--- config.mk ---
export PLATFORM = sky130hd
export DESIGN_NAME = par_codec_top
export DESIGN_NICKNAME = d
export VERILOG_FILES = /design/src/source/par_codec_pkg.sv /design/src/source/lane_buffer.sv /design/src/source/lane_dispatch.sv /design/src/source/lane_merge.sv /design/src/source/par_codec_top.sv
export VERILOG_INCLUDE_DIRS = /design/src /design/src/source
export SDC_FILE = /design/constraint.sdc
export NUM_CORES = 1
export LEC_CHECK = 0
export ABC_AREA = 1
export BUFFER_PORTS_ARGS = -buffer_cell sky130_fd_sc_hd__buf_2
export CAP_MARGIN = 20
export CORE_MARGIN = 2
export CORE_UTILIZATION = 50
export DETAILED_ROUTE_END_ITERATION = 10
export PLACE_DENSITY = 0.66
export SLEW_MARGIN = 20
export SYNTH_ARGS = -nofsm -noshare
export SYNTH_HDL_FRONTEND = slang
export SYNTH_HIERARCHICAL = 1
export SYNTH_SLANG_ARGS = --single-unit
--- constraint.sdc ---
create_clock -name clk -period 5.4 [get_ports clk]
set_input_delay 0.54 -clock clk [delete_from_list [all_inputs] [get_ports clk]]
set_output_delay 0.54 -clock clk [all_outputs]
set_load 0.02 [all_outputs]
--- src/source/par_codec_consts.svh ---
// sizing for both lanes and the credit pools; PC_PTR_W must equal $clog2(PC_DEPTH)
`ifndef PAR_CODEC_CONSTS_SVH
`define PAR_CODEC_CONSTS_SVH

// data word width in bits
`define PC_WIDTH 16

// entries per lane
// the upstream sender is granted twice this many credits
`define PC_DEPTH 8

// read and write pointer width for one lane
// the occupancy counter is one bit wider
`define PC_PTR_W 3

// output credits held by the merger after reset
`define PC_OUT_CREDITS 4

`endif

--- src/source/par_codec_pkg.sv ---
// shared types; expects par_codec_consts.svh on the include path
`default_nettype none

`include "par_codec_consts.svh"

package par_codec_pkg;

    // lane that the next word is written to or read from
    typedef enum logic {
        LANE_EVEN = 1'b0,
        LANE_ODD  = 1'b1
    } lane_sel_e;

    // one data word on every RTL data port
    typedef logic [`PC_WIDTH-1:0] word_t;

endpackage

`default_nettype wire

--- src/source/lane_buffer.sv ---
// lane FIFO with a registered write stage; a push into a full lane is dropped
`default_nettype none
`timescale 1ns/1ps

`include "par_codec_consts.svh"

module lane_buffer (
    input  logic                 clk,
    input  logic                 reset,
    input  logic                 push,
    input  par_codec_pkg::word_t push_data,
    input  logic                 pop,
    output par_codec_pkg::word_t rd_data,
    output logic                 not_empty,
    output logic                 full
);
    import par_codec_pkg::*;

    word_t                mem [`PC_DEPTH];

    // write stage between the push and the memory
    logic                 wr_valid;
    word_t                wr_data;

    logic [`PC_PTR_W-1:0] wr_ptr;
    logic [`PC_PTR_W-1:0] rd_ptr;
    logic [`PC_PTR_W:0]   count;

    logic                 wr_en;
    logic                 rd_en;

    // wrap at PC_DEPTH, also for depths that are not a power of two
    function automatic logic [`PC_PTR_W-1:0] next_ptr(input logic [`PC_PTR_W-1:0] ptr);
        return (ptr == `PC_PTR_W'(`PC_DEPTH - 1)) ? '0 : ptr + 1'b1;
    endfunction

    assign rd_en = pop && not_empty;

    // a full lane still takes a word when a pop frees a slot in the same cycle
    assign wr_en = wr_valid && (!full || rd_en);

    always_ff @(posedge clk) begin
        if (reset) begin
            wr_valid <= 1'b0;
        end else begin
            wr_valid <= push;
        end
    end

    always_ff @(posedge clk) begin
        wr_data <= push_data;
    end

    always_ff @(posedge clk) begin
        if (wr_en) begin
            mem[wr_ptr] <= wr_data;
        end
    end

    always_ff @(posedge clk) begin
        if (reset) begin
            wr_ptr <= '0;
            rd_ptr <= '0;
        end else begin
            if (wr_en) begin
                wr_ptr <= next_ptr(wr_ptr);
            end
            if (rd_en) begin
                rd_ptr <= next_ptr(rd_ptr);
            end
        end
    end

    // occupancy, push and pop together cancel out
    always_ff @(posedge clk) begin
        if (reset) begin
            count <= '0;
        end else begin
            case ({wr_en, rd_en})
                2'b10:   count <= count + 1'b1;
                2'b01:   count <= count - 1'b1;
                default: count <= count;
            endcase
        end
    end

    // read side is combinational from the read pointer
    assign rd_data   = mem[rd_ptr];
    assign not_empty = (count != '0);
    assign full      = (count == (`PC_PTR_W + 1)'(`PC_DEPTH));

endmodule

`default_nettype wire

--- src/source/lane_dispatch.sv ---
// deals words to lane 0 and lane 1 in strict alternation; overflow clears only on reset
`default_nettype none
`timescale 1ns/1ps

module lane_dispatch (
    input  logic                 clk,
    input  logic                 reset,
    input  logic                 in_valid,
    input  par_codec_pkg::word_t in_data,
    input  logic                 full0,
    input  logic                 full1,
    output logic                 push0,
    output logic                 push1,
    output par_codec_pkg::word_t push_data,
    output logic                 overflow
);
    import par_codec_pkg::*;

    // lane that receives the next accepted word
    lane_sel_e wr_lane;

    always_ff @(posedge clk) begin
        if (reset) begin
            push0   <= 1'b0;
            push1   <= 1'b0;
            wr_lane <= LANE_EVEN;
        end else if (in_valid) begin
            push0   <= (wr_lane == LANE_EVEN);
            push1   <= (wr_lane == LANE_ODD);
            wr_lane <= (wr_lane == LANE_EVEN) ? LANE_ODD : LANE_EVEN;
        end else begin
            push0   <= 1'b0;
            push1   <= 1'b0;
        end
    end

    // data register is shared, the push strobes pick the lane
    always_ff @(posedge clk) begin
        if (in_valid) begin
            push_data <= in_data;
        end
    end

    // sticky, set when a push lands on a full lane
    always_ff @(posedge clk) begin
        if (reset) begin
            overflow <= 1'b0;
        end else if ((push0 && full0) || (push1 && full1)) begin
            overflow <= 1'b1;
        end
    end

endmodule

`default_nettype wire

--- src/source/lane_merge.sv ---
// reads the lanes in the dispatcher's order; out_credit must not exceed the credits spent
`default_nettype none
`timescale 1ns/1ps

`include "par_codec_consts.svh"

module lane_merge (
    input  logic                 clk,
    input  logic                 reset,
    input  par_codec_pkg::word_t rd_data0,
    input  par_codec_pkg::word_t rd_data1,
    input  logic                 not_empty0,
    input  logic                 not_empty1,
    input  logic                 out_credit,
    output logic                 pop0,
    output logic                 pop1,
    output logic                 out_valid,
    output par_codec_pkg::word_t out_data,
    output logic                 in_credit
);
    import par_codec_pkg::*;

    localparam int CREDIT_W = $clog2(`PC_OUT_CREDITS + 1);

    // lane holding the next word in input order
    lane_sel_e     rd_lane;
    logic [CREDIT_W-1:0] credits;

    logic          have_credit;
    logic          pop_any;
    word_t         pop_data;

    assign have_credit = (credits != '0);

    // only the current lane may be popped, so order is kept
    assign pop0 = (rd_lane == LANE_EVEN) && not_empty0 && have_credit;
    assign pop1 = (rd_lane == LANE_ODD) && not_empty1 && have_credit;

    assign pop_any  = pop0 || pop1;
    assign pop_data = (rd_lane == LANE_EVEN) ? rd_data0 : rd_data1;

    always_ff @(posedge clk) begin
        if (reset) begin
            rd_lane <= LANE_EVEN;
        end else if (pop_any) begin
            rd_lane <= (rd_lane == LANE_EVEN) ? LANE_ODD : LANE_EVEN;
        end
    end

    // output credits, spent per pop and returned by the receiver
    always_ff @(posedge clk) begin
        if (reset) begin
            credits <= CREDIT_W'(`PC_OUT_CREDITS);
        end else begin
            case ({pop_any, out_credit})
                2'b10:   credits <= credits - 1'b1;
                2'b01:   credits <= credits + 1'b1;
                default: credits <= credits;
            endcase
        end
    end

    // word and upstream credit leave one cycle after the pop
    always_ff @(posedge clk) begin
        if (reset) begin
            out_valid <= 1'b0;
            in_credit <= 1'b0;
        end else begin
            out_valid <= pop_any;
            in_credit <= pop_any;
        end
    end

    always_ff @(posedge clk) begin
        if (pop_any) begin
            out_data <= pop_data;
        end
    end

endmodule

`default_nettype wire

--- src/source/par_codec_top.sv ---
// two-lane word buffer; the sender starts with 2*PC_DEPTH credits and must not exceed them
`default_nettype none
`timescale 1ns/1ps

module par_codec_top (
    input  logic                 clk,
    input  logic                 reset,
    input  logic                 in_valid,
    input  par_codec_pkg::word_t in_data,
    output logic                 in_credit,
    output logic                 out_valid,
    output par_codec_pkg::word_t out_data,
    input  logic                 out_credit,
    output logic                 overflow
);
    import par_codec_pkg::*;

    // dispatcher to lanes
    logic  push0;
    logic  push1;
    word_t push_data;
    logic  full0;
    logic  full1;

    // lanes to merger
    word_t rd_data0;
    word_t rd_data1;
    logic  not_empty0;
    logic  not_empty1;
    logic  pop0;
    logic  pop1;

    lane_dispatch u_dispatch (
        .clk       (clk),
        .reset     (reset),
        .in_valid  (in_valid),
        .in_data   (in_data),
        .full0     (full0),
        .full1     (full1),
        .push0     (push0),
        .push1     (push1),
        .push_data (push_data),
        .overflow  (overflow)
    );

    // even-numbered words
    lane_buffer u_lane0 (
        .clk       (clk),
        .reset     (reset),
        .push      (push0),
        .push_data (push_data),
        .pop       (pop0),
        .rd_data   (rd_data0),
        .not_empty (not_empty0),
        .full      (full0)
    );

    // odd-numbered words
    lane_buffer u_lane1 (
        .clk       (clk),
        .reset     (reset),
        .push      (push1),
        .push_data (push_data),
        .pop       (pop1),
        .rd_data   (rd_data1),
        .not_empty (not_empty1),
        .full      (full1)
    );

    lane_merge u_merge (
        .clk        (clk),
        .reset      (reset),
        .rd_data0   (rd_data0),
        .rd_data1   (rd_data1),
        .not_empty0 (not_empty0),
        .not_empty1 (not_empty1),
        .out_credit (out_credit),
        .pop0       (pop0),
        .pop1       (pop1),
        .out_valid  (out_valid),
        .out_data   (out_data),
        .in_credit  (in_credit)
    );

endmodule

`default_nettype wire
## After elaboration in Yosys (flattened, before gate mapping)

Memory sizes are Yosys's and may differ from the RTL's. A register that Yosys moved wholly into a read port is not among the register bits.
Index checks and enable logic that the tools add are counted.

| storage, ports and cells | value |
|---|---|
| bits in registers | 79 |
| RAM bits | 256 |
| output and inout bits | 19 |
| memories | 2 |

Memories:

| memory | depth | width | read ports | clocked after memory_dff | wr ports | RTL line | RTL |
|---|---|---|---|---|---|---|---|
| u_lane0.mem | 8 | 16 | 1 | 1 | 1 | lane_buffer.sv:19 | `` word_t mem [`PC_DEPTH]; `` |
| u_lane1.mem | 8 | 16 | 1 | 1 | 1 | lane_buffer.sv:19 |  |

| operators by class | value |
|---|---|
| $add $sub $neg | 10 |
| equality and inequality tests | 12 |
| mux-type cells | 18 |
| bitwise logic cells | 3 |
| reductions and logical operators | 23 |

Operator list:

| kind | count |
|---|---|
| $mux 3 | 8 |
| $mux 16 | 1 |
| $pmux 4 s2 | 2 |
| $add 3x1->3 const B | 5 |
| $eq 3x3->1 const B | 4 |
| $logic_and 1x1->1 | 10 |
| $add 4x1->4 const B | 2 |
| $eq 4x4->1 const B | 2 |
| $reduce_bool 4->1 | 2 |
| $sub 4x1->4 const B | 2 |
| $eq 2x1->1 const B | 3 |
| $eq 2x2->1 const B | 3 |
| $mux 1 | 6 |
| $pmux 3 s2 | 1 |
| $reduce_bool 2->1 | 3 |
| $logic_or 1x1->1 | 4 |
| $not 1->1 | 3 |
| $reduce_bool 3->1 | 1 |
| $sub 3x1->3 const B | 1 |
| $logic_not 1->1 | 2 |
| $reduce_or 2->1 | 1 |

## Longest topological paths before layout

| depth | value |
|---|---|
| depth after elaboration | 8 |
| depth in mapped cells | 15 |

## Modules after synthesis

The synthesis kept the hierarchy.

By module, submodules not included:

| module | instances | cells an instance | area an instance (µm²) | seq. area each (µm²) |
|---|---|---|---|---|
| lane_buffer (u_lane0) | 1 | 439 | 6,088.3 | 4,444.3 |
| lane_buffer (u_lane1) | 1 | 439 | 6,078.3 | 4,444.3 |
| lane_merge | 1 | 72 | 996.0 | 580.6 |
| lane_dispatch | 1 | 34 | 616.8 | 560.5 |

## Worst setup path after synthesis

No wires, ideal clock.

| timing | value |
|---|---|
| kind | flip-flop to flip-flop |
| from | reg u_lane0.count[3] |
| to | mem u_lane0/mem[0][0] in the netlist's numbering (enable) |
| setup time | 388 ps |
| arrival time | 2,004 ps |
| setup slack | 3,008 ps |
| stages on the path, launching flop included | 13 |
| buffers on the path | 0 |
| period minus slack after synthesis | 2,392 ps |
| cell sequence | dfxtp_1 nor2_2 nand2_4 inv_1 nor2_1 nand2_1 inv_1 inv_1 nand4_1 nand2_2 inv_2 nand2_1 nor2_1 |

| between the ends | value |
|---|---|
| word-level cells in the longest chain between the ends | 8 |
| elaborated cells between the ends (all ways) | 10 |
| those cells by class | eq/ne: 1; mux: 2; reduce/logical: 7 |

Ends and longest elaborated chain:

| what | RTL line | RTL |
|---|---|---|
| start, declared | lane_buffer.sv:27 | `` logic [`PC_PTR_W:0] count; `` |
| start signal, assigned | lane_buffer.sv:80 | `2'b10: count <= count + 1'b1;` |
| start signal, assigned | lane_buffer.sv:81 | `2'b01: count <= count - 1'b1;` |
| start signal, assigned | lane_buffer.sv:82 | `default: count <= count;` |
| $reduce_bool 4->1 | lane_buffer.sv:89 | `assign not_empty = (count != '0);` |
| named net not_empty0 | par_codec_top.sv:28 | `logic not_empty0;` |
| $logic_and 1x1->1 (2 in series) | lane_merge.sv:36 | `assign pop0 = (rd_lane == LANE_EVEN) && not_empty0 && have_credit;` |
| named net pop0 | par_codec_top.sv:30 | `logic pop0;` |
| $logic_and 1x1->1 | lane_buffer.sv:37 | `assign rd_en = pop && not_empty;` |
| $logic_or 1x1->1 | lane_buffer.sv:40 | `assign wr_en = wr_valid && (!full \|\| rd_en);` |
| $logic_and 1x1->1 | lane_buffer.sv:40 |  |
| $mux 1 | lane_buffer.sv:55 | `if (wr_en) begin` |
| $mux 1 (not written as such) | lane_buffer.sv:56 | `mem[wr_ptr] <= wr_data;` |
| end, declared | lane_buffer.sv:19 |  |

The timed path passes the listed nets, and every way through them passes these cells.

## Worst setup path after layout

| timing | value |
|---|---|
| from | reg u_merge.rd_lane |
| to | mem u_lane0/mem[7][1] in the netlist's numbering (enable) |

| between the ends | value |
|---|---|
| word-level cells in the longest chain between the ends | 8 |

Ends and longest elaborated chain:

| what | RTL line | RTL |
|---|---|---|
| start, declared | lane_merge.sv:26 | `lane_sel_e rd_lane;` |
| start signal, assigned | lane_merge.sv:46 | `rd_lane <= (rd_lane == LANE_EVEN) ? LANE_ODD : LANE_EVEN;` |
| $not 1->1 | lane_merge.sv:36 |  |
| $logic_and 1x1->1 (2 in series) | lane_merge.sv:36 |  |
| named net pop0 | par_codec_top.sv:30 |  |
| $logic_and 1x1->1 | lane_buffer.sv:37 |  |
| $logic_or 1x1->1 | lane_buffer.sv:40 |  |
| $logic_and 1x1->1 | lane_buffer.sv:40 |  |
| $mux 1 | lane_buffer.sv:55 |  |
| $mux 1 (not written as such) | lane_buffer.sv:56 |  |

The timed path passes the listed nets, and every way through them passes these cells.

==> results.toml <==
[floorplanning]
core_um2 = 27000
die-width_um = 170
fp.dieH_um = 170
die-area_um2 = 28900
start_util_pct = 51.0
num_io_pins = 39
rows = 60

[placed_design]
dp.cells = 1339
place_area_um2 = 14200
port_buffers = 38
dp_hpwl_um = 16200
dp_worst_setup_slack_ns = 2.46
globalplace.congestion = 0.827

[worst_hold_path]
min_path_type = "input port to register"
min_from = "in_data[13]"

[routing]
drtAntennaViolNets = 0
drcViolationCount = 0
routed-wl-met2_um = 13200
wl_met3_um = 1450
via_count = 7734
first_pass_iters = 7
post_drt_wl_per_cell_um = 19.2
maxUsedRoutingLayer = "met4"
wl_met1_um = 11800
drt_iter0_drc = 710
via_per_inst = 5.50
routed_wl_um = 27000

[final_layout]
synthToLayoutAreaGrowth_pct = 11.9
final-instance-count-excl-fill = 1406
final_core_util_pct = 57.1
fillers = 2147
drive_gt1_share_pct = 15.9
fin_nets = 1073
final_area_um2 = 15400
antennaDiodeCount = 0

[sta]
slew_headroom_pct = 27.0
setup_slack_ns = 2.44
hold_viol_final = 0
finalSetupViolCount = 0
fmax_ghz = 0.338
worstMarginPinSlew_ns = 1.09
setup_tns_ns = 0
post-route-period-util_pct = 54.8
min_period_ns = 2.96
rsz0062_at_grt = "false"
slew_violations = 0
skew_ns = 0.0190

[job]
drv_cap = 0

[synthesis]
ys_seq_area_share_pct = 72.8
synthCells = 984
synth_fp_nets = 1020
synth_top_area_share_pct = 62.8
ys_types = 35
synthesis.area_um2 = 13800
synth-seq-cells = 357
synth_area_per_cell_um2 = 14.0
yosys.area.top_type = "edfxtp_1"
ys_warn_count = 6
synth_area_leaders = "edfxtp_1 63%, dfxtp_1 10%, mux2i_1 4.6%"

[clock_network]
clock-root-buffer = "clkbuf_16"
clkTransAtPathRegs_ns = 0.06
clk_latency_ns = 0.52
cts_inserted_buffers = 37
cts.sinks = 357
cts.path.max_buffers = 3
cts_resized = 0
hold_buffers = 0
tritoncts = "built"
post_cts_buffers = 0
htreeDepth = 2

[power_and_ir_drop]
powerDensity_nw_per_um2 = 452
p_leak_uw = 0.00548
ir_drop_mv = 0.318

[critical_path]
cp.arrival_ns = 3.17
worst-setup-path-type = "register to register"
rr_startpoint = "u_merge/rd_lane"
start_kind = "register"
cp_max_fo = 19
end_kind = "register"
required_ns = 5.61
startpoint = "u_merge/rd_lane"

[global_route]
antenna_found_initial = 0
grt_overflow = 0
grt_pass1_wl_um = 41900
grt_pass1_vias = 7684
grt_use_total_pct = 19.0
grt_max_degree = 66

[run_status]
status = "finished clean"
-- cells by family (layout without fill, tap and decap cells) --
kind of cell / count (synthesis) / count (layout) / synth area share (%)
AO/OA/AOI/OAI: 155 / 155 / 6.45
XOR/XNOR: 3 / 3 / 0.191
adder cells (fa/ha/maj): 16 / 16 / 1.62
buffers and inverters: 91 / 172 / 3.70
flip-flops: 357 / 357 / 72.8
multiplexers: 80 / 80 / 6.20
AND/OR/NAND/NOR: 282 / 282 / 9.06
-- state kept, by name, summed over array words and instances (netlist names), 4 cells and up, named ones only --
| signal | count |
|---|---|
| u_lane0/mem | 128 |
| u_lane1/wr_data | 16 |
| u_dispatch/push_data | 16 |
| u_lane0/wr_data | 16 |
| u_lane1/count | 4 |
| u_lane0/count | 4 |
| u_merge/out_data | 16 |
| u_lane1/mem | 128 |
-- where the power goes --
group          switching [uW]  internal [uW]
Combinational             669            416
Sequential                195           3200
Clock                     993           1500
-- placed cells by master, fill, tap and decap left out, types with 3 or more instances in the layout --
| cell | Yosys | routed |
|---|---|---|
| nand2_4 | 8 | 8 |
| buf_2 | 10 | 38 |
| o21ai_0 | 43 | 43 |
| nand3_1 | 14 | 14 |
| edfxtp_1 | 288 | 288 |
| nand2_2 | 6 | 6 |
| clkinv_2 | 0 | 6 |
| nor2_2 | 4 | 4 |
| inv_2 | 7 | 7 |
| a21oi_2 | 6 | 6 |
| a21oi_1 | 11 | 11 |
| o21ai_1 | 29 | 29 |
| ha_1 | 13 | 13 |
| inv_1 | 41 | 41 |
| nand2_1 | 135 | 135 |
| clkinv_1 | 0 | 4 |
| clkbuf_1 | 4 | 10 |
| nand3_2 | 3 | 3 |
| mux2_2 | 7 | 7 |
| nand4_1 | 3 | 3 |
| nand3_4 | 3 | 3 |
| dfxtp_1 | 69 | 65 |
| o22ai_1 | 64 | 64 |
| fa_1 | 3 | 3 |
| mux2_4 | 9 | 9 |
| nor2_1 | 102 | 102 |
| xor2_1 | 3 | 3 |
| mux2i_1 | 64 | 64 |
| buf_4 | 7 | 19 |
| clkbuf_8 | 0 | 4 |
| dfxtp_2 | 0 | 3 |
| clkbuf_16 | 0 | 40 |
-- cell type report --
cell class | count | area (um^2) | share of cell area, %
flip-flops and latches | 357 | 10000 | 65.1
clock buffers | 54 | 1090 | 7.09
inverters | 48 | 180 | 1.17
multi-input cells | 536 | 3240 | 21.0
repair buffers | 57 | 333 | 2.16
clock inverters | 13 | 114 | 0.738
well taps | 341 | 427 | 2.77
-- path summary, 6_finish.rpt --
kind | end | slack, ns | depth (start not counted)
min | u_dispatch/push_data[13] | 0.20 | 1
max reg2reg | u_lane0/mem[7][1] | 2.44 | 10
max | u_lane0/mem[7][1] | 2.44 | 10
min reg2reg | u_lane1/wr_data[15] | 0.38 | 0
-- per-stage QoR --
stage	power (uW)	hold WS (ns)
6_report	6970	0.204
5_1_grt	7260	0.190
4_1_cts	7030	0.186
3_5_place_dp	4530	0.369
3_3_place_gp	4510	0.370
2_1_floorplan	4250	0.341
-- worst max-delay path, stage by stage, from the launching register on --
cell and delay, ns:
dfxtp_1 0.62, nor2_1 0.23, nand2_1 0.09, inv_1 0.19, inv_1 0.07, nand4_1 0.10, nand2_2 0.09, inv_2 0.09
nand2_4 0.06, nor2_1 0.78, buf_4 0.33
-- per-layer routing --
| metal | up-vias | track usage, % |
|---|---|---|
| met1 | 3822 | 25.7 |
| met2 | 211 | 32.0 |
| met4 | 0 | 5.98 |
| met3 | 48 | 3.02 |
| met5 | - | 0 |
| li1 | 3653 | - |
-- synthesized netlist by cell type --
cell and n:
edfxtp_1 288, nand2_1 135, nor2_1 102, dfxtp_1 69, mux2i_1 64, o22ai_1 64, o21ai_0 43, inv_1 41
o21ai_1 29, nand3_1 14, ha_1 13, a21oi_1 11, buf_2 10, buf_6 9, mux2_4 9, buf_1 8
nand2_4 8, buf_4 7, inv_2 7, mux2_2 7, a21oi_2 6, nand2_2 6, buf_8 4, clkbuf_1 4
nor2_2 4, fa_1 3, nand3_2 3, nand3_4 3, nand4_1 3, xor2_1 3, nor2_4 2, o211a_1 2
buf_12 1, nand3b_1 1, nor3_1 1
No activity file was read; power rests on OpenSTA's default activity.
